### src/asrm_arch_pkg.sv
// ##########################################################
// asrm architecture definitions: data word, register index,
// program address and the special register numbers
// ##########################################################

package asrm_arch_pkg;

    // one data word, matches the wordsize parameter of the core
    typedef logic [15:0] word_t;

    // index into the sixteen-entry register file
    typedef logic [3:0] reg_id_t;

    // program address, low bits of the program counter
    typedef logic [7:0] pc_addr_t;

    // working register, target of most operations
    localparam reg_id_t WR_ID = 4'd0;

    // jump target source for the system group
    localparam reg_id_t JMP_SRC_ID = 4'd1;

    // status register, bit 0 holds the last comparison
    localparam reg_id_t SR_ID = 4'd14;

    // program counter
    localparam reg_id_t PC_ID = 4'd15;

endpackage

### src/asrm_isa_pkg.sv
// ##########################################################
// asrm instruction set: instruction type, opcodes and the
// full encodings of the system group
// ##########################################################

package asrm_isa_pkg;

    // upper nibble opcode, lower nibble register or immediate
    typedef logic [7:0] instr_t;

    // codes 14 and 15 are unused and write 0 to the working register
    typedef enum logic [3:0] {
        OP_SYS  = 4'd0,
        OP_ADD  = 4'd1,
        OP_SUB  = 4'd2,
        OP_AND  = 4'd3,
        OP_OR   = 4'd4,
        OP_XOR  = 4'd5,
        OP_NOT  = 4'd6,
        OP_LSL  = 4'd7,
        OP_LSR  = 4'd8,
        OP_CPY  = 4'd9,
        OP_SET  = 4'd10,
        OP_READ = 4'd11,
        OP_EQ   = 4'd12,
        OP_LES  = 4'd13
    } opcode_e;

    // system group, anything else in the group behaves as slp
    localparam instr_t INST_SLP = 8'h00;
    localparam instr_t INST_JMP = 8'h01;
    localparam instr_t INST_JIF = 8'h02;

    function automatic opcode_e get_opcode(input instr_t inst);
        return opcode_e'(inst[7:4]);
    endfunction

endpackage

### src/asrm_alu.sv
// ##########################################################
// asrm ALU: combinational result and destination register
// for one instruction
// ##########################################################

`timescale 1ns/1ps

module asrm_alu #(
    parameter int wordsize = 16
) (
    input  asrm_arch_pkg::word_t   working_register,
    input  asrm_arch_pkg::word_t   other_register,
    input  asrm_arch_pkg::word_t   status_register,
    input  asrm_isa_pkg::instr_t   instruction,
    output asrm_arch_pkg::word_t   out,
    output asrm_arch_pkg::reg_id_t out_reg
);

    localparam logic [wordsize-1:0] zero_word = '0;

    wire asrm_isa_pkg::opcode_e opcode = asrm_isa_pkg::get_opcode(instruction);

    // system group decode
    wire is_sys    = (opcode == asrm_isa_pkg::OP_SYS);
    wire is_jmp    = (instruction == asrm_isa_pkg::INST_JMP);
    wire is_jif    = (instruction == asrm_isa_pkg::INST_JIF);
    wire jif_taken = is_jif && status_register[0];
    // slp and every undefined system code
    wire is_slp    = is_sys && !is_jmp && !is_jif;

    // arithmetic
    wire asrm_arch_pkg::word_t add_out = (opcode == asrm_isa_pkg::OP_ADD)
        ? working_register + other_register : zero_word;
    wire asrm_arch_pkg::word_t sub_out = (opcode == asrm_isa_pkg::OP_SUB)
        ? working_register - other_register : zero_word;

    // logic and shifts
    wire asrm_arch_pkg::word_t and_out = (opcode == asrm_isa_pkg::OP_AND)
        ? working_register & other_register : zero_word;
    wire asrm_arch_pkg::word_t or_out = (opcode == asrm_isa_pkg::OP_OR)
        ? working_register | other_register : zero_word;
    wire asrm_arch_pkg::word_t xor_out = (opcode == asrm_isa_pkg::OP_XOR)
        ? working_register ^ other_register : zero_word;
    wire asrm_arch_pkg::word_t not_out = (opcode == asrm_isa_pkg::OP_NOT)
        ? ~other_register : zero_word;
    wire asrm_arch_pkg::word_t lsl_out = (opcode == asrm_isa_pkg::OP_LSL)
        ? working_register << other_register : zero_word;
    wire asrm_arch_pkg::word_t lsr_out = (opcode == asrm_isa_pkg::OP_LSR)
        ? working_register >> other_register : zero_word;

    // slp, cpy and untaken jif pass the working register
    wire asrm_arch_pkg::word_t raw_out =
        (is_slp || (opcode == asrm_isa_pkg::OP_CPY) || (is_jif && !status_register[0]))
        ? working_register : zero_word;
    // immediate, zero extended
    wire asrm_arch_pkg::word_t set_out = (opcode == asrm_isa_pkg::OP_SET)
        ? asrm_arch_pkg::word_t'(instruction[3:0]) : zero_word;
    // read and taken jumps pass the other register
    wire asrm_arch_pkg::word_t oth_out =
        ((opcode == asrm_isa_pkg::OP_READ) || is_jmp || jif_taken)
        ? other_register : zero_word;

    wire asrm_arch_pkg::word_t out_nocmp = add_out | sub_out | and_out | or_out | xor_out
        | not_out | lsl_out | lsr_out | raw_out | set_out | oth_out;

    wire asrm_arch_pkg::reg_id_t out_reg_nocmp =
        (opcode == asrm_isa_pkg::OP_CPY) ? instruction[3:0]
        : (is_jmp || jif_taken) ? asrm_arch_pkg::PC_ID
        : asrm_arch_pkg::WR_ID;

    // comparisons only touch bit 0 of the status register
    wire cmp_eq  = (opcode == asrm_isa_pkg::OP_EQ) && (working_register == other_register);
    wire cmp_les = (opcode == asrm_isa_pkg::OP_LES) && (working_register < other_register);
    wire cmp_op  = (opcode == asrm_isa_pkg::OP_EQ) || (opcode == asrm_isa_pkg::OP_LES);
    wire asrm_arch_pkg::word_t out_cmp = {status_register[wordsize-1:1], cmp_eq | cmp_les};

    assign out     = cmp_op ? out_cmp : out_nocmp;
    assign out_reg = cmp_op ? asrm_arch_pkg::SR_ID : out_reg_nocmp;

endmodule

### src/asrm_regfile.sv
// ##########################################################
// asrm register file: sixteen registers, one write port and
// the program counter step on every non-jump write
// ##########################################################

`timescale 1ns/1ps

module asrm_regfile #(
    parameter int wordsize = 16
) (
    input  logic                   clk,
    input  logic                   rst,
    input  asrm_arch_pkg::reg_id_t rd_id,
    output asrm_arch_pkg::word_t   rd_data,
    output asrm_arch_pkg::word_t   jmp_src,
    output asrm_arch_pkg::word_t   wr_value,
    output asrm_arch_pkg::word_t   sr_value,
    output asrm_arch_pkg::word_t   pc,
    input  logic                   wr_en,
    input  asrm_arch_pkg::reg_id_t wr_id,
    input  asrm_arch_pkg::word_t   wr_data
);

    logic [wordsize-1:0] regs [16];

    always_ff @(posedge clk) begin
        if (rst) begin
            for (int i = 0; i < 16; i++) begin
                regs[i] <= '0;
            end
        end else if (wr_en) begin
            regs[wr_id] <= wr_data;
            // a write to the pc is a jump, no step
            if (wr_id != asrm_arch_pkg::PC_ID) begin
                regs[asrm_arch_pkg::PC_ID] <= regs[asrm_arch_pkg::PC_ID] + 1'b1;
            end
        end
    end

    // combinational reads
    assign rd_data  = regs[rd_id];
    assign jmp_src  = regs[asrm_arch_pkg::JMP_SRC_ID];
    assign wr_value = regs[asrm_arch_pkg::WR_ID];
    assign sr_value = regs[asrm_arch_pkg::SR_ID];
    assign pc       = regs[asrm_arch_pkg::PC_ID];

    // the written value is visible one cycle after the strobe
    a_write_lands: assert property (
        @(posedge clk) disable iff (rst)
        wr_en |=> regs[$past(wr_id)] == $past(wr_data)
    ) else $error("regfile write to r%0d did not land", $past(wr_id));

endmodule

### src/asrm_prog_mem.sv
// ##########################################################
// asrm program memory: host-written bytes, registered read
// for instruction fetch
// ##########################################################

`timescale 1ns/1ps

module asrm_prog_mem #(
    parameter int prog_depth = 256
) (
    input  logic                    clk,
    input  logic                    load_valid,
    input  asrm_arch_pkg::pc_addr_t load_addr,
    input  asrm_isa_pkg::instr_t    load_data,
    input  asrm_arch_pkg::pc_addr_t fetch_addr,
    output asrm_isa_pkg::instr_t    fetch_data
);

    // smaller depths use only the low address bits
    localparam int aw = $clog2(prog_depth);

    asrm_isa_pkg::instr_t mem [prog_depth];

    // host load port
    always_ff @(posedge clk) begin
        if (load_valid) begin
            mem[load_addr[aw-1:0]] <= load_data;
        end
    end

    // one cycle read latency
    always_ff @(posedge clk) begin
        fetch_data <= mem[fetch_addr[aw-1:0]];
    end

endmodule

### src/asrm_sequencer.sv
// ##########################################################
// asrm sequencer: fetch/execute FSM with run and halt control
// and the write-back strobe
// ##########################################################

`timescale 1ns/1ps

module asrm_sequencer (
    input  logic                    clk,
    input  logic                    rst,
    input  logic                    run,
    input  asrm_arch_pkg::word_t    pc,
    output asrm_arch_pkg::pc_addr_t fetch_addr,
    input  asrm_isa_pkg::instr_t    fetch_data,
    output asrm_isa_pkg::instr_t    instr,
    output logic                    use_jmp_src,
    input  asrm_arch_pkg::word_t    alu_out,
    input  asrm_arch_pkg::reg_id_t  alu_out_reg,
    output logic                    wr_en,
    output asrm_arch_pkg::reg_id_t  wr_id,
    output asrm_arch_pkg::word_t    wr_data,
    output logic                    halted
);

    typedef enum logic [1:0] {
        ST_IDLE,
        ST_FETCH,
        ST_EXEC
    } state_e;

    state_e state;
    state_e state_nxt;
    logic   is_sys;
    logic   stop;

    // pc holds still until the end of exec, so the registered
    // memory output stays valid for the whole exec cycle
    assign fetch_addr = pc[$bits(asrm_arch_pkg::pc_addr_t)-1:0];
    assign instr      = fetch_data;

    assign is_sys = (asrm_isa_pkg::get_opcode(instr) == asrm_isa_pkg::OP_SYS);
    // jmp and jif keep running, the rest of the group sleeps
    assign stop = is_sys && (instr != asrm_isa_pkg::INST_JMP)
        && (instr != asrm_isa_pkg::INST_JIF);

    // system group reads register 1 as its other operand
    assign use_jmp_src = is_sys;

    always_comb begin
        state_nxt = state;
        case (state)
            ST_IDLE: begin
                if (run) begin
                    state_nxt = ST_FETCH;
                end
            end
            ST_FETCH: state_nxt = ST_EXEC;
            ST_EXEC:  state_nxt = stop ? ST_IDLE : ST_FETCH;
            default:  state_nxt = ST_IDLE;
        endcase
    end

    always_ff @(posedge clk) begin
        if (rst) begin
            state <= ST_IDLE;
        end else begin
            state <= state_nxt;
        end
    end

    // write-back straight from the ALU
    assign wr_en   = (state == ST_EXEC);
    assign wr_id   = alu_out_reg;
    assign wr_data = alu_out;
    assign halted  = (state == ST_IDLE);

    // executed instruction comes from the pc seen in fetch
    a_pc_held_in_exec: assert property (
        @(posedge clk) disable iff (rst)
        wr_en |-> $stable(pc)
    ) else $error("pc moved between fetch and execute");

    // a run while halted gives a fetch, then a write-back
    a_run_starts: assert property (
        @(posedge clk) disable iff (rst)
        (run && halted) |=> (state == ST_FETCH) ##1 wr_en
    ) else $error("run strobe did not start an instruction");

endmodule

### src/asrm_cpu.sv
// ##########################################################
// asrm cpu top: program memory, sequencer, register file
// and ALU
// ##########################################################

`timescale 1ns/1ps

module asrm_cpu #(
    parameter int wordsize   = 16,
    parameter int prog_depth = 256
) (
    input  logic                    clk,
    input  logic                    rst,
    input  logic                    load_valid,
    input  asrm_arch_pkg::pc_addr_t load_addr,
    input  asrm_isa_pkg::instr_t    load_data,
    input  logic                    run,
    output logic                    wb_valid,
    output asrm_arch_pkg::reg_id_t  wb_reg,
    output asrm_arch_pkg::word_t    wb_data,
    output logic                    halted
);

    asrm_arch_pkg::pc_addr_t fetch_addr;
    asrm_isa_pkg::instr_t    fetch_data;
    asrm_isa_pkg::instr_t    instr;
    logic                    use_jmp_src;
    asrm_arch_pkg::word_t    rd_data;
    asrm_arch_pkg::word_t    jmp_src;
    asrm_arch_pkg::word_t    wr_value;
    asrm_arch_pkg::word_t    sr_value;
    asrm_arch_pkg::word_t    pc;
    asrm_arch_pkg::word_t    other_value;
    asrm_arch_pkg::word_t    alu_out;
    asrm_arch_pkg::reg_id_t  alu_out_reg;

    asrm_prog_mem #(
        .prog_depth (prog_depth)
    ) i_prog_mem (
        .clk        (clk),
        .load_valid (load_valid),
        .load_addr  (load_addr),
        .load_data  (load_data),
        .fetch_addr (fetch_addr),
        .fetch_data (fetch_data)
    );

    asrm_sequencer i_sequencer (
        .clk         (clk),
        .rst         (rst),
        .run         (run),
        .pc          (pc),
        .fetch_addr  (fetch_addr),
        .fetch_data  (fetch_data),
        .instr       (instr),
        .use_jmp_src (use_jmp_src),
        .alu_out     (alu_out),
        .alu_out_reg (alu_out_reg),
        .wr_en       (wb_valid),
        .wr_id       (wb_reg),
        .wr_data     (wb_data),
        .halted      (halted)
    );

    asrm_regfile #(
        .wordsize (wordsize)
    ) i_regfile (
        .clk      (clk),
        .rst      (rst),
        .rd_id    (instr[3:0]),
        .rd_data  (rd_data),
        .jmp_src  (jmp_src),
        .wr_value (wr_value),
        .sr_value (sr_value),
        .pc       (pc),
        .wr_en    (wb_valid),
        .wr_id    (wb_reg),
        .wr_data  (wb_data)
    );

    // register 1 feeds jumps, the low nibble picks it otherwise
    assign other_value = use_jmp_src ? jmp_src : rd_data;

    asrm_alu #(
        .wordsize (wordsize)
    ) i_alu (
        .working_register (wr_value),
        .other_register   (other_value),
        .status_register  (sr_value),
        .instruction      (instr),
        .out              (alu_out),
        .out_reg          (alu_out_reg)
    );

endmodule

### config.mk
export PLATFORM = sky130hd
export DESIGN_NAME = asrm_cpu
export DESIGN_NICKNAME = d
export VERILOG_FILES = /design/src/asrm_arch_pkg.sv /design/src/asrm_isa_pkg.sv /design/src/asrm_alu.sv /design/src/asrm_regfile.sv /design/src/asrm_prog_mem.sv /design/src/asrm_sequencer.sv /design/src/asrm_cpu.sv
export SDC_FILE = /design/constraint.sdc
export NUM_CORES = 2
export LEC_CHECK = 0
export BUFFER_PORTS_ARGS = -buffer_cell sky130_fd_sc_hd__buf_2
export CORE_MARGIN = 2
export CORE_UTILIZATION = 30
export DETAILED_ROUTE_END_ITERATION = 12
export PLACE_DENSITY = 0.43
export SLEW_MARGIN = 0
export SYNTH_ARGS = -nofsm -noshare
export SYNTH_HDL_FRONTEND = slang
export SYNTH_HIERARCHICAL = 1
export SYNTH_SLANG_ARGS = --single-unit
### constraint.sdc
create_clock -name clk -period 4.85 [get_ports clk]
set_clock_uncertainty 0.05 [all_clocks]
set_input_delay 0 -clock clk [delete_from_list [all_inputs] [get_ports clk]]
set_output_delay 0 -clock clk [all_outputs]
set_load 0.03 [all_outputs]
==> impl_metrics.toml <==
[worst_setup_path]
r2r-end = "i_regfile/regs[15][13]"
rrSetupSlack_ns = 0.07
crit_start = "i_prog_mem/fetch_data[0]"
cp_slowest_cell = "a222oi_1"
crit_top_cell = "buf_12"
critPathLaunchType = "register"
critical_path_arrival_ns = 5.02
critPathKind = "reg -> out"
r2r_start = "i_prog_mem/fetch_data[0]"
reg2regPathDepth = 20
endpoint = "wb_data[13]"
crit_fanout = 17
max_stage_delay_ns = 0.54
required_ns = 4.80
cp_cell_sequence = "buf_12 -> mux4_2 -> a22oi_2 -> nand2_1 -> mux2_4 -> buf_12 -> buf_6 -> mux2i_2 -> nor2_1 -> a21oi_2 -> buf_4 -> o31ai_1 -> a222oi_1 -> o21ai_1 -> buf_4 -> o22a_1 -> buf_12 -> buf_8"
crit_path_end_kind = "output pin"

[synthesis]
async_flop_share_pct = 0
synth_edf_count = 2304
synth-seq-area-share_pct = 71.9
synthFlopType = "edfxtp_1"
synth_top_area_cell = "edfxtp_1"
synth_top_area_share_pct = 71.7
synth_area_mm2 = 0.0965
synth_warnings = 6
ys_ff_latch = 2314
synthTopCellsByArea = "edfxtp_1 (72%), mux4_2 (12%), mux2i_1 (1.6%)"
syn_avg_cell_area_um2 = 18.4
postSynthCellCount = 5251
yosysUniqueCellTypes = 105
synth.net_count = 5323

[drt]
ant_nets = 0
highest_layer = "met4"
vias = 52400
drt-pass1-iter-count = 6
drtIter0Drc = 4964
drc = 0
wirelength_um = 295000
dr_wl_met3_um = 14700
viasPerCell = 5.13
wl_per_cell_um = 28.9
wl_met2_um = 141000
drt-met1-wl_um = 133000

[timing]
finalCritPeriodShare_pct = 105
hold_ws_ns = 0.0652
hold_viol = 0
max_freq_ghz = 0.197
rsz0062_at_grt = "true"
max-slew-margin-rel_pct = 19.8
finalWorstSetupSlack_ns = -0.223
finalSetupViolCount = 8
maxSlewViolCount = 0
worstMarginPinSlew_ns = 1.20
min_period_ns = 5.07

[clock_tree]
cts-htree-levels = 5
cts_buffers = 267
clk_latency_ns = 0.90
clkTransAtPathRegs_ns = 0.06
clock-sinks = 2314
clockBufferDepth = 4
ctsRootBufferMaster = "clkbuf_16"
cts_tree = "done"

[cells_and_area]
synthToLayoutAreaGrowth_pct = 18.3
fin_nets = 5767
fillerInstances = 30400
design_area_mm2 = 0.114
utilization_pct = 35.6
drive_gt1_share_pct = 28.4

[die]
core_mm2 = 0.321
start_util_pct = 30.1
die_x_um = 571
die_area_mm2 = 0.326
die_h_um = 571
rows = 208
io_pins = 42

[flow_run]
max-cap-violations = 0

[grt]
grt.overflow.total = 0
track_usage_pct = 17.8
grt_max_degree = 152
grt_pass1_vias = 53100
antenna_found_initial = 18
grt_pass1_wl_um = 415000

[placed_design]
place_area_mm2 = 0.104
gp_congestion = 0.863
place_hpwl_um = 182000
io_buffers = 41

[power]
finalPower_mw = 49.9
power_density_mw_per_mm2 = 437
leakage_nw = 36.0
ir_drop_v = 0.000254

[min_path]
hp-start = "load_addr[4]"
holdCritPathClass = "in -> reg"

[run_status]
status = "complete, but fails checks"
violations = "negative setup slack"
==> layout make-up <==
| class | instances | area (um^2) | share of cell area [%] |
|---|---|---|---|
| clock inverters | 136 | 1060 | 0.929 |
| clock buffers | 335 | 7240 | 6.35 |
| well taps | 4305 | 5390 | 4.72 |
| flip-flops and latches | 2314 | 69400 | 60.8 |
| diodes | 2 | 5.00 | 0.00439 |
| multi-input cells | 2505 | 25700 | 22.5 |
| repair buffers | 554 | 5100 | 4.47 |
| inverters | 53 | 211 | 0.185 |
==> through the flow <==
| stage | TNS [ns] | std cells | worst slack (ns) |
|---|---|---|---|
| 3_5_place_dp | -3.01 | 9655 | -0.121 |
| 4_1_cts | -2.01 | 10200 | -0.223 |
| 5_1_grt | -3.94 | 10200 | -0.376 |
| 2_1_floorplan | -0.0473 | 5251 | -0.0473 |
| 6_report | -1.18 | 10200 | -0.223 |
| 3_3_place_gp | -1.05 | 9655 | -0.0733 |
==> power breakdown <==
part	internal [mW]	switching, mW	total, mW	leakage, nW
combinational	3.34	4.98	8.33	10.8
sequential	22.1	0.0862	22.2	21.1
clock	11.3	8.06	19.4	4.07
total	36.8	13.1	49.9	36.0
==> what timing repair did <==
| action | in CTS | in global routing |
|---|---|---|
| resized for setup | 210 | 87 |
| setup endpoints to repair | 82 | 63 |
| cloned | 2 | 0 |
| setup buffers | 54 | 9 |
| hold buffers | 19 | 0 |
| endpoints found under the hold margin | 1140 | 0 |
| pin swaps | 85 | 48 |
==> sequential cells by signal, indices dropped and copies added, names as in the netlist <==
register	count
i_prog_mem/fetch_data	8
i_prog_mem/mem	2048
i_regfile/regs	256
i_sequencer/state	2
==> Yosys cell counts (13+ instances only) <==
master,number
edfxtp_1,2304
mux4_2,522
nor2_1,367
and2_1,237
clkbuf_1,179
a22oi_1,173
a21oi_1,159
mux2i_1,152
nand2_1,129
o21ai_0,80
buf_4,66
nand3_1,55
o221ai_1,52
inv_1,51
ha_1,50
buf_2,47
nor2b_1,45
nor3_1,44
o22ai_1,42
nor4_1,33
buf_1,29
a221oi_1,27
buf_6,26
or2_2,24
a211oi_1,22
nand4_1,21
nand2b_1,19
mux2_2,18
o211ai_1,17
a31oi_1,16
and2_2,14
xnor2_1,14
buf_8,13
o22a_1,13
==> cells by family after synthesis <==
family / after synthesis / synth area share [%]
buffers and inverters: 432 / 2.57
xor gates and xnor gates: 21 / 0.191
AOI/OAI and AO/OA: 692 / 5.01
and+or+nand+nor: 1036 / 5.43
adders and majority gates: 52 / 0.690
muxes: 704 / 14.2
DFF: 2314 / 71.9
==> layout by cell type, fill, tap and decap left out, types with 14 or more instances in the layout <==
| cell | n |
|---|---|
| nand3_1 | 48 |
| clkbuf_1 | 53 |
| o221ai_1 | 49 |
| nor4_1 | 27 |
| a22oi_1 | 147 |
| a21oi_2 | 14 |
| o21ai_1 | 20 |
| a21oi_1 | 141 |
| or2_2 | 24 |
| dlygate4sd3_1 | 19 |
| buf_6 | 18 |
| buf_2 | 17 |
| inv_1 | 40 |
| ha_1 | 29 |
| o22ai_1 | 40 |
| nand2_1 | 124 |
| edfxtp_1 | 2304 |
| a211oi_1 | 21 |
| o211ai_1 | 17 |
| xnor2_1 | 14 |
| a22oi_2 | 26 |
| clkinv_1 | 69 |
| and2_2 | 15 |
| and2_1 | 224 |
| mux2i_1 | 150 |
| clkinv_2 | 38 |
| buf_8 | 25 |
| mux2_4 | 15 |
| nor2b_1 | 39 |
| buf_12 | 50 |
| bufinv_16 | 14 |
| mux4_2 | 522 |
| a221oi_1 | 19 |
| o21ai_0 | 58 |
| clkbuf_16 | 281 |
| nand4_1 | 21 |
| nor2_1 | 358 |
| nand2b_1 | 19 |
| buf_4 | 422 |
| nor3_1 | 38 |
==> worst max-delay path, delay by kind of cell (launching register included) <==
kind                   cells  cell delay, ns
AND/OR/NAND/NOR            2            0.18
flip-flops                 1            0.38
AO/OA/AOI/OAI              6            1.41
buffers and inverters      7            1.10
multiplexers               3            1.07
==> how the worst min path moves through the flow <==
stage                                        end  slack (ns)  cells after the start
after floorplan             i_sequencer/state[0]        0.02                      1
after global placement      i_sequencer/state[0]        0.24                      3
after detailed placement    i_sequencer/state[0]        0.24                      3
after CTS                 i_prog_mem/mem[240][4]       0.007                      4
after global routing      i_prog_mem/mem[241][7]        0.04                      4
final                     i_prog_mem/mem[240][4]        0.07                      4
==> layer usage <==
metal	up-vias	global-route usage (%)
met5	-	0
met4	0	4.03
met3	370	2.19
met2	1502	28.9
met1	28300	25.4
li1	22200	-
Note: power is estimated with default switching activity, not from simulation.
